File: src/hdl/uart_pkg.sv
package uart_pkg;

	// APB bus widths.
	localparam int addr_width = 4;
	localparam int data_width = 32;

	// One serial character, 8N1.
	typedef logic [7:0] byte_t;

	// Register byte offsets.
	localparam logic [addr_width-1:0] reg_data = 4'd0;
	localparam logic [addr_width-1:0] reg_status = 4'd4;
	localparam logic [addr_width-1:0] reg_control = 4'd8;

	// STATUS bit positions.
	// Overrun and frame error are sticky and clear on a STATUS read.
	localparam int status_tx_full = 0;
	localparam int status_rx_empty = 1;
	localparam int status_overrun = 2;
	localparam int status_frame_error = 3;
	localparam int status_tx_busy = 4;

	// CONTROL bit positions.
	localparam int control_irq_enable = 0;

endpackage

File: src/hdl/uart_apb_regs.sv
`timescale 1ns/1ps

module uart_apb_regs (
	input  logic                            i_clock,
	input  logic                            i_reset,
	input  logic                            i_psel,
	input  logic                            i_penable,
	input  logic                            i_pwrite,
	input  logic [uart_pkg::addr_width-1:0] i_paddr,
	input  logic [uart_pkg::data_width-1:0] i_pwdata,
	output logic [uart_pkg::data_width-1:0] o_prdata,
	output logic                            o_pready,
	output logic                            o_pslverr,
	input  logic                            i_rx_valid,
	input  uart_pkg::byte_t                 i_rx_byte,
	input  logic                            i_frame_error,
	output logic                            o_rx_push,
	output uart_pkg::byte_t                 o_rx_push_data,
	input  logic                            i_rx_empty,
	input  logic                            i_rx_full,
	output logic                            o_rx_pop,
	input  uart_pkg::byte_t                 i_rx_data,
	output logic                            o_tx_push,
	output uart_pkg::byte_t                 o_tx_push_data,
	input  logic                            i_tx_full,
	input  logic                            i_tx_busy,
	output logic                            o_interrupt
);

	logic access;
	logic read_access;
	logic write_access;
	logic sel_data;
	logic sel_status;
	logic sel_control;
	logic overrun;
	logic frame_error;
	logic irq_enable;

	// Zero wait states, every access completes in its access phase.
	assign access = i_psel && i_penable;
	assign read_access = access && !i_pwrite;
	assign write_access = access && i_pwrite;
	assign o_pready = access;

	assign sel_data = (i_paddr == uart_pkg::reg_data);
	assign sel_status = (i_paddr == uart_pkg::reg_status);
	assign sel_control = (i_paddr == uart_pkg::reg_control);

	// Unknown offset, read from an empty RX FIFO, or write to a full TX FIFO.
	assign o_pslverr = access && (!(sel_data || sel_status || sel_control) ||
		(sel_data && !i_pwrite && i_rx_empty) ||
		(sel_data && i_pwrite && i_tx_full));

	assign o_rx_pop = read_access && sel_data && !i_rx_empty;
	assign o_tx_push = write_access && sel_data && !i_tx_full;
	assign o_tx_push_data = i_pwdata[7:0];

	// No serial back-pressure, a byte that finds the FIFO full is lost.
	assign o_rx_push = i_rx_valid && !i_rx_full;
	assign o_rx_push_data = i_rx_byte;

	always_comb begin
		o_prdata = '0;
		if (read_access) begin
			if (sel_data) begin
				o_prdata[7:0] = i_rx_empty ? 8'h00 : i_rx_data;
			end else if (sel_status) begin
				o_prdata[uart_pkg::status_tx_full] = i_tx_full;
				o_prdata[uart_pkg::status_rx_empty] = i_rx_empty;
				o_prdata[uart_pkg::status_overrun] = overrun;
				o_prdata[uart_pkg::status_frame_error] = frame_error;
				o_prdata[uart_pkg::status_tx_busy] = i_tx_busy;
			end else if (sel_control) begin
				o_prdata[uart_pkg::control_irq_enable] = irq_enable;
			end
		end
	end

	always_ff @(posedge i_clock) begin
		if (i_reset) begin
			overrun <= 1'b0;
			frame_error <= 1'b0;
			irq_enable <= 1'b0;
			o_interrupt <= 1'b0;
		end else begin
			// Clear on STATUS read; a new event in the same cycle wins.
			if (read_access && sel_status) begin
				overrun <= 1'b0;
				frame_error <= 1'b0;
			end
			if (i_rx_valid && i_rx_full) begin
				overrun <= 1'b1;
			end
			if (i_frame_error) begin
				frame_error <= 1'b1;
			end
			if (write_access && sel_control) begin
				irq_enable <= i_pwdata[uart_pkg::control_irq_enable];
			end
			o_interrupt <= irq_enable && !i_rx_empty;
		end
	end

endmodule

File: src/hdl/uart_fifo.sv
`timescale 1ns/1ps

module uart_fifo #(
	parameter int FIFO_DEPTH = 8
) (
	input  logic           i_clock,
	input  logic           i_reset,
	input  logic           i_push,
	input  uart_pkg::byte_t i_push_data,
	input  logic           i_pop,
	output uart_pkg::byte_t o_pop_data,
	output logic           o_empty,
	output logic           o_full
);

	localparam int addr_bits = $clog2(FIFO_DEPTH);

	uart_pkg::byte_t memory [FIFO_DEPTH];

	// One extra bit on each pointer tells full from empty.
	logic [addr_bits:0] write_pointer;
	logic [addr_bits:0] read_pointer;
	logic               do_push;
	logic               do_pop;

	assign o_empty = (write_pointer == read_pointer);
	assign o_full = (write_pointer[addr_bits] != read_pointer[addr_bits]) &&
		(write_pointer[addr_bits-1:0] == read_pointer[addr_bits-1:0]);

	// Requests that cannot be served are ignored.
	assign do_push = i_push && !o_full;
	assign do_pop = i_pop && !o_empty;

	// Oldest entry, shown without waiting for a pop.
	assign o_pop_data = memory[read_pointer[addr_bits-1:0]];

	always_ff @(posedge i_clock) begin
		if (do_push) begin
			memory[write_pointer[addr_bits-1:0]] <= i_push_data;
		end
	end

	always_ff @(posedge i_clock) begin
		if (i_reset) begin
			write_pointer <= '0;
			read_pointer <= '0;
		end else begin
			if (do_push) begin
				write_pointer <= write_pointer + 1'b1;
			end
			if (do_pop) begin
				read_pointer <= read_pointer + 1'b1;
			end
		end
	end

endmodule

File: src/hdl/uart_receiver.sv
`timescale 1ns/1ps

module uart_receiver #(
	parameter int CLOCKS_PER_BIT = 16
) (
	input  logic            i_clock,
	input  logic            i_reset,
	input  logic            i_uart_rx,
	output logic            o_rx_valid,
	output uart_pkg::byte_t o_rx_byte,
	output logic            o_frame_error
);

	localparam int count_width = $clog2(CLOCKS_PER_BIT);
	localparam logic [count_width-1:0] full_bit = count_width'(CLOCKS_PER_BIT - 1);
	localparam logic [count_width-1:0] half_bit = count_width'(CLOCKS_PER_BIT / 2 - 1);

	localparam logic [1:0] state_idle = 2'd0;
	localparam logic [1:0] state_start = 2'd1;
	localparam logic [1:0] state_data = 2'd2;
	localparam logic [1:0] state_stop = 2'd3;

	logic                   rx_meta;
	logic                   rx_sync;
	logic [1:0]             state;
	logic [count_width-1:0] count;
	logic [2:0]             bit_index;
	logic                   sample;
	uart_pkg::byte_t        shift_reg;

	// Two flops against metastability; the line idles high.
	always_ff @(posedge i_clock) begin
		if (i_reset) begin
			rx_meta <= 1'b1;
			rx_sync <= 1'b1;
		end else begin
			rx_meta <= i_uart_rx;
			rx_sync <= rx_meta;
		end
	end

	// Mid-bit sample point.
	assign sample = (count == '0);

	always_ff @(posedge i_clock) begin
		if (i_reset) begin
			state <= state_idle;
			count <= '0;
			bit_index <= '0;
			o_rx_valid <= 1'b0;
			o_frame_error <= 1'b0;
		end else begin
			o_rx_valid <= 1'b0;
			o_frame_error <= 1'b0;
			if (state != state_idle && !sample) begin
				count <= count - 1'b1;
			end else begin
				case (state)
					state_idle: begin
						// Falling edge, wait half a bit.
						if (!rx_sync) begin
							state <= state_start;
							count <= half_bit;
						end
					end
					state_start: begin
						// A start bit gone high by its middle is a glitch.
						if (!rx_sync) begin
							state <= state_data;
							count <= full_bit;
							bit_index <= '0;
						end else begin
							state <= state_idle;
						end
					end
					state_data: begin
						count <= full_bit;
						bit_index <= bit_index + 1'b1;
						if (bit_index == 3'd7) begin
							state <= state_stop;
						end
					end
					default: begin
						// Stop bit must be high, or the byte is dropped.
						o_rx_valid <= rx_sync;
						o_frame_error <= !rx_sync;
						state <= state_idle;
					end
				endcase
			end
		end
	end

	// Data bits arrive LSB first.
	always_ff @(posedge i_clock) begin
		if (state == state_data && sample) begin
			shift_reg <= {rx_sync, shift_reg[7:1]};
		end
	end

	assign o_rx_byte = shift_reg;

endmodule

File: src/hdl/uart_top.sv
`timescale 1ns/1ps

module uart_top #(
	parameter int CLOCKS_PER_BIT = 16,
	parameter int FIFO_DEPTH = 8
) (
	input  logic                            i_clock,
	input  logic                            i_reset,
	input  logic                            i_psel,
	input  logic                            i_penable,
	input  logic                            i_pwrite,
	input  logic [uart_pkg::addr_width-1:0] i_paddr,
	input  logic [uart_pkg::data_width-1:0] i_pwdata,
	output logic [uart_pkg::data_width-1:0] o_prdata,
	output logic                            o_pready,
	output logic                            o_pslverr,
	output logic                            o_interrupt,
	input  logic                            i_uart_rx,
	output logic                            o_uart_tx
);

	// Receive path.
	logic            rx_valid;
	uart_pkg::byte_t rx_byte;
	logic            rx_frame_error;
	logic            rx_push;
	uart_pkg::byte_t rx_push_data;
	logic            rx_pop;
	uart_pkg::byte_t rx_data;
	logic            rx_empty;
	logic            rx_full;

	// Transmit path.
	logic            tx_push;
	uart_pkg::byte_t tx_push_data;
	logic            tx_pop;
	uart_pkg::byte_t tx_data;
	logic            tx_empty;
	logic            tx_full;
	logic            tx_busy;

	uart_apb_regs uart_apb_regs_inst (
		.i_clock        (i_clock),
		.i_reset        (i_reset),
		.i_psel         (i_psel),
		.i_penable      (i_penable),
		.i_pwrite       (i_pwrite),
		.i_paddr        (i_paddr),
		.i_pwdata       (i_pwdata),
		.o_prdata       (o_prdata),
		.o_pready       (o_pready),
		.o_pslverr      (o_pslverr),
		.i_rx_valid     (rx_valid),
		.i_rx_byte      (rx_byte),
		.i_frame_error  (rx_frame_error),
		.o_rx_push      (rx_push),
		.o_rx_push_data (rx_push_data),
		.i_rx_empty     (rx_empty),
		.i_rx_full      (rx_full),
		.o_rx_pop       (rx_pop),
		.i_rx_data      (rx_data),
		.o_tx_push      (tx_push),
		.o_tx_push_data (tx_push_data),
		.i_tx_full      (tx_full),
		.i_tx_busy      (tx_busy),
		.o_interrupt    (o_interrupt)
	);

	uart_fifo #(
		.FIFO_DEPTH (FIFO_DEPTH)
	) rx_fifo (
		.i_clock     (i_clock),
		.i_reset     (i_reset),
		.i_push      (rx_push),
		.i_push_data (rx_push_data),
		.i_pop       (rx_pop),
		.o_pop_data  (rx_data),
		.o_empty     (rx_empty),
		.o_full      (rx_full)
	);

	uart_fifo #(
		.FIFO_DEPTH (FIFO_DEPTH)
	) tx_fifo (
		.i_clock     (i_clock),
		.i_reset     (i_reset),
		.i_push      (tx_push),
		.i_push_data (tx_push_data),
		.i_pop       (tx_pop),
		.o_pop_data  (tx_data),
		.o_empty     (tx_empty),
		.o_full      (tx_full)
	);

	uart_receiver #(
		.CLOCKS_PER_BIT (CLOCKS_PER_BIT)
	) uart_receiver_inst (
		.i_clock       (i_clock),
		.i_reset       (i_reset),
		.i_uart_rx     (i_uart_rx),
		.o_rx_valid    (rx_valid),
		.o_rx_byte     (rx_byte),
		.o_frame_error (rx_frame_error)
	);

	uart_transmitter #(
		.CLOCKS_PER_BIT (CLOCKS_PER_BIT)
	) uart_transmitter_inst (
		.i_clock      (i_clock),
		.i_reset      (i_reset),
		.i_fifo_empty (tx_empty),
		.i_fifo_data  (tx_data),
		.o_fifo_pop   (tx_pop),
		.o_uart_tx    (o_uart_tx),
		.o_busy       (tx_busy)
	);

endmodule

File: src/hdl/uart_transmitter.sv
`timescale 1ns/1ps

module uart_transmitter #(
	parameter int CLOCKS_PER_BIT = 16
) (
	input  logic            i_clock,
	input  logic            i_reset,
	input  logic            i_fifo_empty,
	input  uart_pkg::byte_t i_fifo_data,
	output logic            o_fifo_pop,
	output logic            o_uart_tx,
	output logic            o_busy
);

	localparam int count_width = $clog2(CLOCKS_PER_BIT);
	localparam logic [count_width-1:0] full_bit = count_width'(CLOCKS_PER_BIT - 1);

	logic                   busy;
	logic [count_width-1:0] count;
	logic [3:0]             bit_index;
	logic [9:0]             shifter;
	logic                   frame_done;
	logic                   load;

	// Last cycle of the stop bit.
	assign frame_done = busy && (count == '0) && (bit_index == 4'd9);

	// Loading on the last stop-bit cycle keeps queued frames back to back.
	assign load = !i_fifo_empty && (!busy || frame_done);
	assign o_fifo_pop = load;

	always_ff @(posedge i_clock) begin
		if (i_reset) begin
			busy <= 1'b0;
			count <= '0;
			bit_index <= '0;
			shifter <= '1;
		end else if (load) begin
			// Stop bit, data LSB first, start bit.
			shifter <= {1'b1, i_fifo_data, 1'b0};
			busy <= 1'b1;
			count <= full_bit;
			bit_index <= '0;
		end else if (busy) begin
			if (count != '0) begin
				count <= count - 1'b1;
			end else if (bit_index == 4'd9) begin
				busy <= 1'b0;
			end else begin
				// Ones fill in behind, so the line returns high.
				shifter <= {1'b1, shifter[9:1]};
				bit_index <= bit_index + 1'b1;
				count <= full_bit;
			end
		end
	end

	assign o_uart_tx = shifter[0];
	assign o_busy = busy;

endmodule

File: config.mk
export PLATFORM = sky130hd
export DESIGN_NAME = uart_top
export DESIGN_NICKNAME = d
export VERILOG_FILES = /design/src/hdl/uart_pkg.sv /design/src/hdl/uart_apb_regs.sv /design/src/hdl/uart_fifo.sv /design/src/hdl/uart_receiver.sv /design/src/hdl/uart_top.sv /design/src/hdl/uart_transmitter.sv
export SDC_FILE = /design/constraint.sdc
export NUM_CORES = 1
export LEC_CHECK = 0
export BUFFER_PORTS_ARGS = -buffer_cell sky130_fd_sc_hd__buf_4
export CAP_MARGIN = 10
export CORE_MARGIN = 2
export CORE_UTILIZATION = 33
export DETAILED_ROUTE_END_ITERATION = 10
export PLACE_DENSITY = 0.49
export SLEW_MARGIN = 25
export SYNTH_ARGS = -nofsm -noshare
export SYNTH_HDL_FRONTEND = slang
export SYNTH_SLANG_ARGS = --single-unit
File: constraint.sdc
create_clock -name i_clock -period 2.7 [get_ports i_clock]
set_clock_uncertainty 0.1 [all_clocks]
set_input_delay 0.27 -clock i_clock [delete_from_list [all_inputs] [get_ports i_clock]]
set_output_delay 0.27 -clock i_clock [all_outputs]
set_load 0.05 [all_outputs]
Word-level counts from Yosys, hierarchy flattened
Memories as Yosys holds them, arrays and structs flattened. A register that Yosys moved wholly into a read port is not among the register bits.
Index checks and enable logic that the tools add are counted.
- flip-flop bits (word level): 59
- RAM bits: 128
- input bits: 42
- output and inout port bits: 36
- logic and storage cells: 154
- memories: 2
- $add $sub $neg: 8
- equal/unequal tests: 20
- muxes and demuxes: 40
- bitwise gates (word level): 3
- reduce and logical (&&, ||, !) cells: 61
- memory list (memory ; words ; bits a word ; rd ports ; clocked after Yosys merged registers in ; write ports ; line ; RTL):
    rx_fifo.memory ; 8 ; 8 ; 1 ; 1 ; 1 ; uart_fifo.sv:18 ; uart_pkg::byte_t memory [FIFO_DEPTH];
    tx_fifo.memory ; 8 ; 8 ; 1 ; 1 ; 1 ; uart_fifo.sv:18 ;
- operator list (operator ; number):
    $mux W9 ; 4
    $mux W4 ; 8
    $logic_and A1 B1 Y1 ; 28
    $add A4 B1 Y4 const B ; 5
    $mux W3 ; 6
    $mux W8 ; 2
    $reduce_and A3 Y1 ; 5
    $mux W1 ; 13
    $logic_not A4 Y1 ; 3
    $pmux W4 S3 ; 1
    $reduce_bool A2 Y1 ; 5
    $logic_not A1 Y1 ; 9
    $eq A4 B4 Y1 ; 2
    $eq A4 B4 Y1 const B ; 2
    $ne A2 B2 Y1 const B ; 4
    $reduce_bool A4 Y1 ; 2
    $sub A4 B1 Y4 const B ; 2
    $eq A3 B3 Y1 ; 2
    $mux W2 ; 3
    $ne A3 B3 Y1 const B ; 2
    $pmux W2 S3 ; 1
    $pmux W3 S2 ; 1
    $logic_or A1 B1 Y1 ; 5
    $mux W5 ; 1
    other kinds (13) ; 16

Depth between registers and ports, before layout
- word-level depth: 8
- mapped depth: 8
- gate-level depth less buffers: 7

Cells and area by module
A second synthesis with hierarchy kept.
- cell total of the unflattened synthesis: 629
- area total of the unflattened synthesis: 8829.7 um2
- modules (own cells, without submodules) (module ; times used ; cells each ; area each (um2) ; seq. area each (um2)):
    uart_fifo ; 2 ; 178 ; 3166.8 ; 2142.1
    uart_receiver ; 1 ; 87 ; 960.9 ; 500.5
    uart_transmitter ; 1 ; 97 ; 867.1 ; 360.3
    uart_apb_regs ; 1 ; 89 ; 668.1 ; 80.1

Least setup slack after synthesis
OpenSTA, ideal clock, no wires.
- kind: register to output
- start point: reg rx_fifo.write_pointer[0]
- end point: out o_pslverr
- data arrival time: 2.323 ns
- data required time: 2.330 ns
- slack: 0.007 ns
- cell stages (with the launch flop): 8
- buffers on the path: 2
- cells stage by stage: dfxtp_1 > buf_2 > xnor2_1 > nand4b_1 > clkbuf_1 > nor2_1 > a211oi_1 > a211oi_1
- longest elaborated chain between the ends: 5
- RTL lines (what ; line ; RTL):
    start: declaration ; uart_fifo.sv:21 ; logic [addr_bits:0] write_pointer;
    start signal: assignment ; uart_fifo.sv:49 ; write_pointer <= write_pointer + 1'b1;
    $eq A4 B4 Y1 ; uart_fifo.sv:26 ; assign o_empty = (write_pointer == read_pointer);
    $logic_and A1 B1 Y1 ; uart_apb_regs.sv:52 ; (sel_data && !i_pwrite && i_rx_empty) ||
    $logic_or A1 B1 Y1 ; uart_apb_regs.sv:51 ; assign o_pslverr = access && (!(sel_data || sel_status || sel_control) ||
    $logic_or A1 B1 Y1 ; uart_apb_regs.sv:52 ;
    $logic_and A1 B1 Y1 ; uart_apb_regs.sv:51 ;
    end: declaration ; uart_top.sv:16 ; output logic o_pslverr,
Every way passes these cells.

==> metrics.md <==
| Metric | Value |
|---|---|
| Io pins | `78` |
| Critical Path Start Type | `register` |
| Clk slew on worst S/H paths | `0.08 ns` |
| Max-slew headroom | `57.6%` |
| Dominant cell type by area after synthesis | `edfxtp_1` |
| Endpoints failing hold | `0` |
| RSZ-0062 raised after global routing | `false` |
| Total Routed Length | `15000 um` |
| Final number of setup-violating endpoints | `0` |
| Slew Limit Fails | `0` |
| Share of layout cells above drive strength 1 | `22.0%` |
| Share of the synthesized area in the top cell type | `51.1%` |
| Critical-path top delay cell | `mux4_2` |
| H-tree levels | `4` |
| Worst EP arrival | `2.23 ns` |
| Die W | `160 um` |
| Routability cong. | `0.756` |
| Finished Core Util | `between 30% and 40%` |
| CTS tree | `built` |
| Required time of the worst setup path | `roughly 2.3 ns` |
| Synth unique cells | `55` |
| Final std cells w/o fill | `around 950` |
| Vias per cell | `4.75` |
| Vias in the first global route | `4407` |
| Initial Utilization | `33.9%` |
| Ys Warns | `0` |
| Placed cell area | `approximately 8600 um2` |
| Syn Inst Count | `551` |
| Grt total ovfl | `0` |
| TritonRoute pass-1 iters | `5` |
| Total core area | `23600 um2` |
| Ant. Diodes | `0` |
| Worst Tran Pin Value | `0.634 ns` |
| Reg area | `5230 um2` |
| Syn Area/Cell | `14.5 um2` |
| Period minus WS final | `2.60 ns` |
| Critical path peak fanout | `9` |
| Flops & latches, synth | `193` |
| Die height | `160 um` |
| Detailed-route via count | `4490` |
| Post-synth top cells | `edfxtp_1, dfxtp_1, nor2_1, mux4_2, a21oi_1` |
| Fin nets | `between 600 and 700` |
| WS Path Type | `reg2out` |
| Setup TNS | `0 ns` |
| Crit. End Element | `output pin` |
| Worst path max stage delay | `0.48 ns` |
| DRC Markers | `0` |
| Input/output buffers | `29` |
| Most frequent cell after synthesis | `edfxtp_1` |
| Crit path top cell by count | `buf_12` |
| Synth top area cells | `edfxtp_1, dfxtp_1, mux4_2` |
| Clock Sinks | `between 150 and 200` |
| Final period util | `between 90% and 100%` |
| Initial antenna violation count | `0` |
| Final ANT Viol Nets | `0` |
| Synth async-reset ratio | `0%` |
| Die ar. | `~25000 um2` |
| Prevailing post-synth register cell | `edfxtp_1` |
| P&R area growth vs syn | `17.5%` |
| Final HPWL from detailed placement | `9980 um` |
| Status | `completed` |
| Routed len/inst | `15.8 um` |
| Max Cap Violations | `0` |
| Pwr per Cell Area | `748 nW/um2` |
| HP Class | `in2reg` |
| Final hold slack | `0.142 ns` |
| Site Rows | `56` |
| GRT Total Usage | `12.1%` |
| Global-route wire length before repair | `between 20000 and 25000 um` |
| Post-synth EDFFs | `136` |
| Peak Freq | `384 MHz` |
| Post-Syn Area | `8000 um2` |
| Peak supply drop | `398 uV` |
| Leakage | `0.00323 uW` |
| Clock latency on the worst-skew pair | `0.44 ns` |
| Clock Tree Root | `clkbuf_16` |
| Fillers | `2168` |
| Seq/Total Area, Yosys | `65.3%` |
| Area of the multi-input gates | `between 2000 and 3000 um2` |
| DRT iter0 DRCs | `218` |
| Number of buffers created by CTS | `17` |
| Maximum clock path buffer count | `2` |
| CP cell instances | `buf_12 > buf_12 > mux4_2 > mux2_2 > a21oi_1 > nor2_1 > buf_4` |
| Dpl cells | `900` |
| Finished Cell Area | `9400 um2` |
| Largest net degree at the start of global routing | `55` |
cells in the final DEF, fill, tap and decap left out, types with 6 or more instances in the layout:
cell and count:
nor3_1 8, inv_1 13, dfxtp_1 56, nand3_1 11, a21oi_1 28, dlygate4sd3_1 9, a211oi_1 10, clkbuf_16 17
nor2b_1 9, nand2_1 21, conb_1 24, buf_4 56, mux2_2 6, xor2_1 13, ha_1 13, mux2i_1 7
mux4_2 32, edfxtp_1 136, inv_12 7, nand2b_1 8, nor2_1 49, o21ai_0 18, xnor2_1 10
metal layers:
metal  global-route usage [%]  share of wire, %  vias to the layer above
met5                        0                 0                        -
met4                     3.72               1.1                        0
met3                     2.83               4.8                       12
met2                     20.0                49                       96
met1                     15.9                46                     2220
li1                         -                 -                     2162
area by class of cell:
cell class,instances,share of cell area [%]
Sequential cell,193,55.6
Multi-Input combinational cell,322,26.9
Timing Repair Buffer,67,5.86
Clock buffer,17,4.53
Tap cell,319,4.25
Clock inverter,15,2.37
Inverter,13,0.519
registers in the layout (all words and copies together), names as in the netlist, 8 cells and up, named ones only:
signal                         cells
rx_fifo.memory                    64
tx_fifo.memory                    64
uart_receiver_inst.o_rx_byte       8
uart_transmitter_inst.shifter      9
worst max-delay path, delay by kind of cell (launching register included):
kind | cells | cell delay (ns)
buffers and inverters | 3 | 0.46
and+or+nand+nor | 1 | 0.05
AOI/OAI and AO/OA | 1 | 0.15
muxes | 2 | 0.78
DFF | 1 | 0.36
path summary, 6_finish.rpt:
kind	start	to	slack, ns	cells after the start
min	i_paddr[3]	uart_apb_regs_inst.irq_enable$_SDFFE_PP0P_	0.14	4
min reg2reg	uart_receiver_inst.rx_meta$_SDFF_PP1_	uart_receiver_inst.rx_sync$_SDFF_PP1_	0.31	1
max reg2reg	uart_transmitter_inst.count[0]$_SDFFE_PP0P_	uart_transmitter_inst.shifter[1]$_SDFFE_PP1P_	0.37	7
max	register	o_prdata[0]	0.1	7
cell families (layout without fill, tap and decap cells):
family	after synthesis	in the layout	share of synthesized area (%)
AOI/OAI and AO/OA	77	77	5.90
xor gates and xnor gates	23	23	2.52
adders and majority gates	13	13	2.03
buffers and inverters	59	112	4.15
DFF	193	193	65.3
muxes	45	45	10.7
other	1	24	0.0469
and+or+nand+nor	140	140	9.28
repair_timing:
action	CTS	global route
endpoints found under the setup margin	0	4
endpoints found under the hold margin	58	0
buffers inserted	0	5
gates resized for setup	0	1
hold buffers	9	0
metrics by stage:
step	total power (uW)	worst slack (ns)
final	7030	0.0957
after global routing	7360	0.00861
after CTS	7140	0.0202
after detailed placement	4450	0.210
after global placement	4410	0.205
after floorplan	4220	0.00684
where the power goes:
group          leakage [uW]  switching [uW]  total, uW  internal, uW
logic               0.00123             616       1050           430
registers           0.00168            86.3       3340          3250
clock network      0.000312            1330       2650          1320
Note: power is estimated with default switching activity, not from simulation.
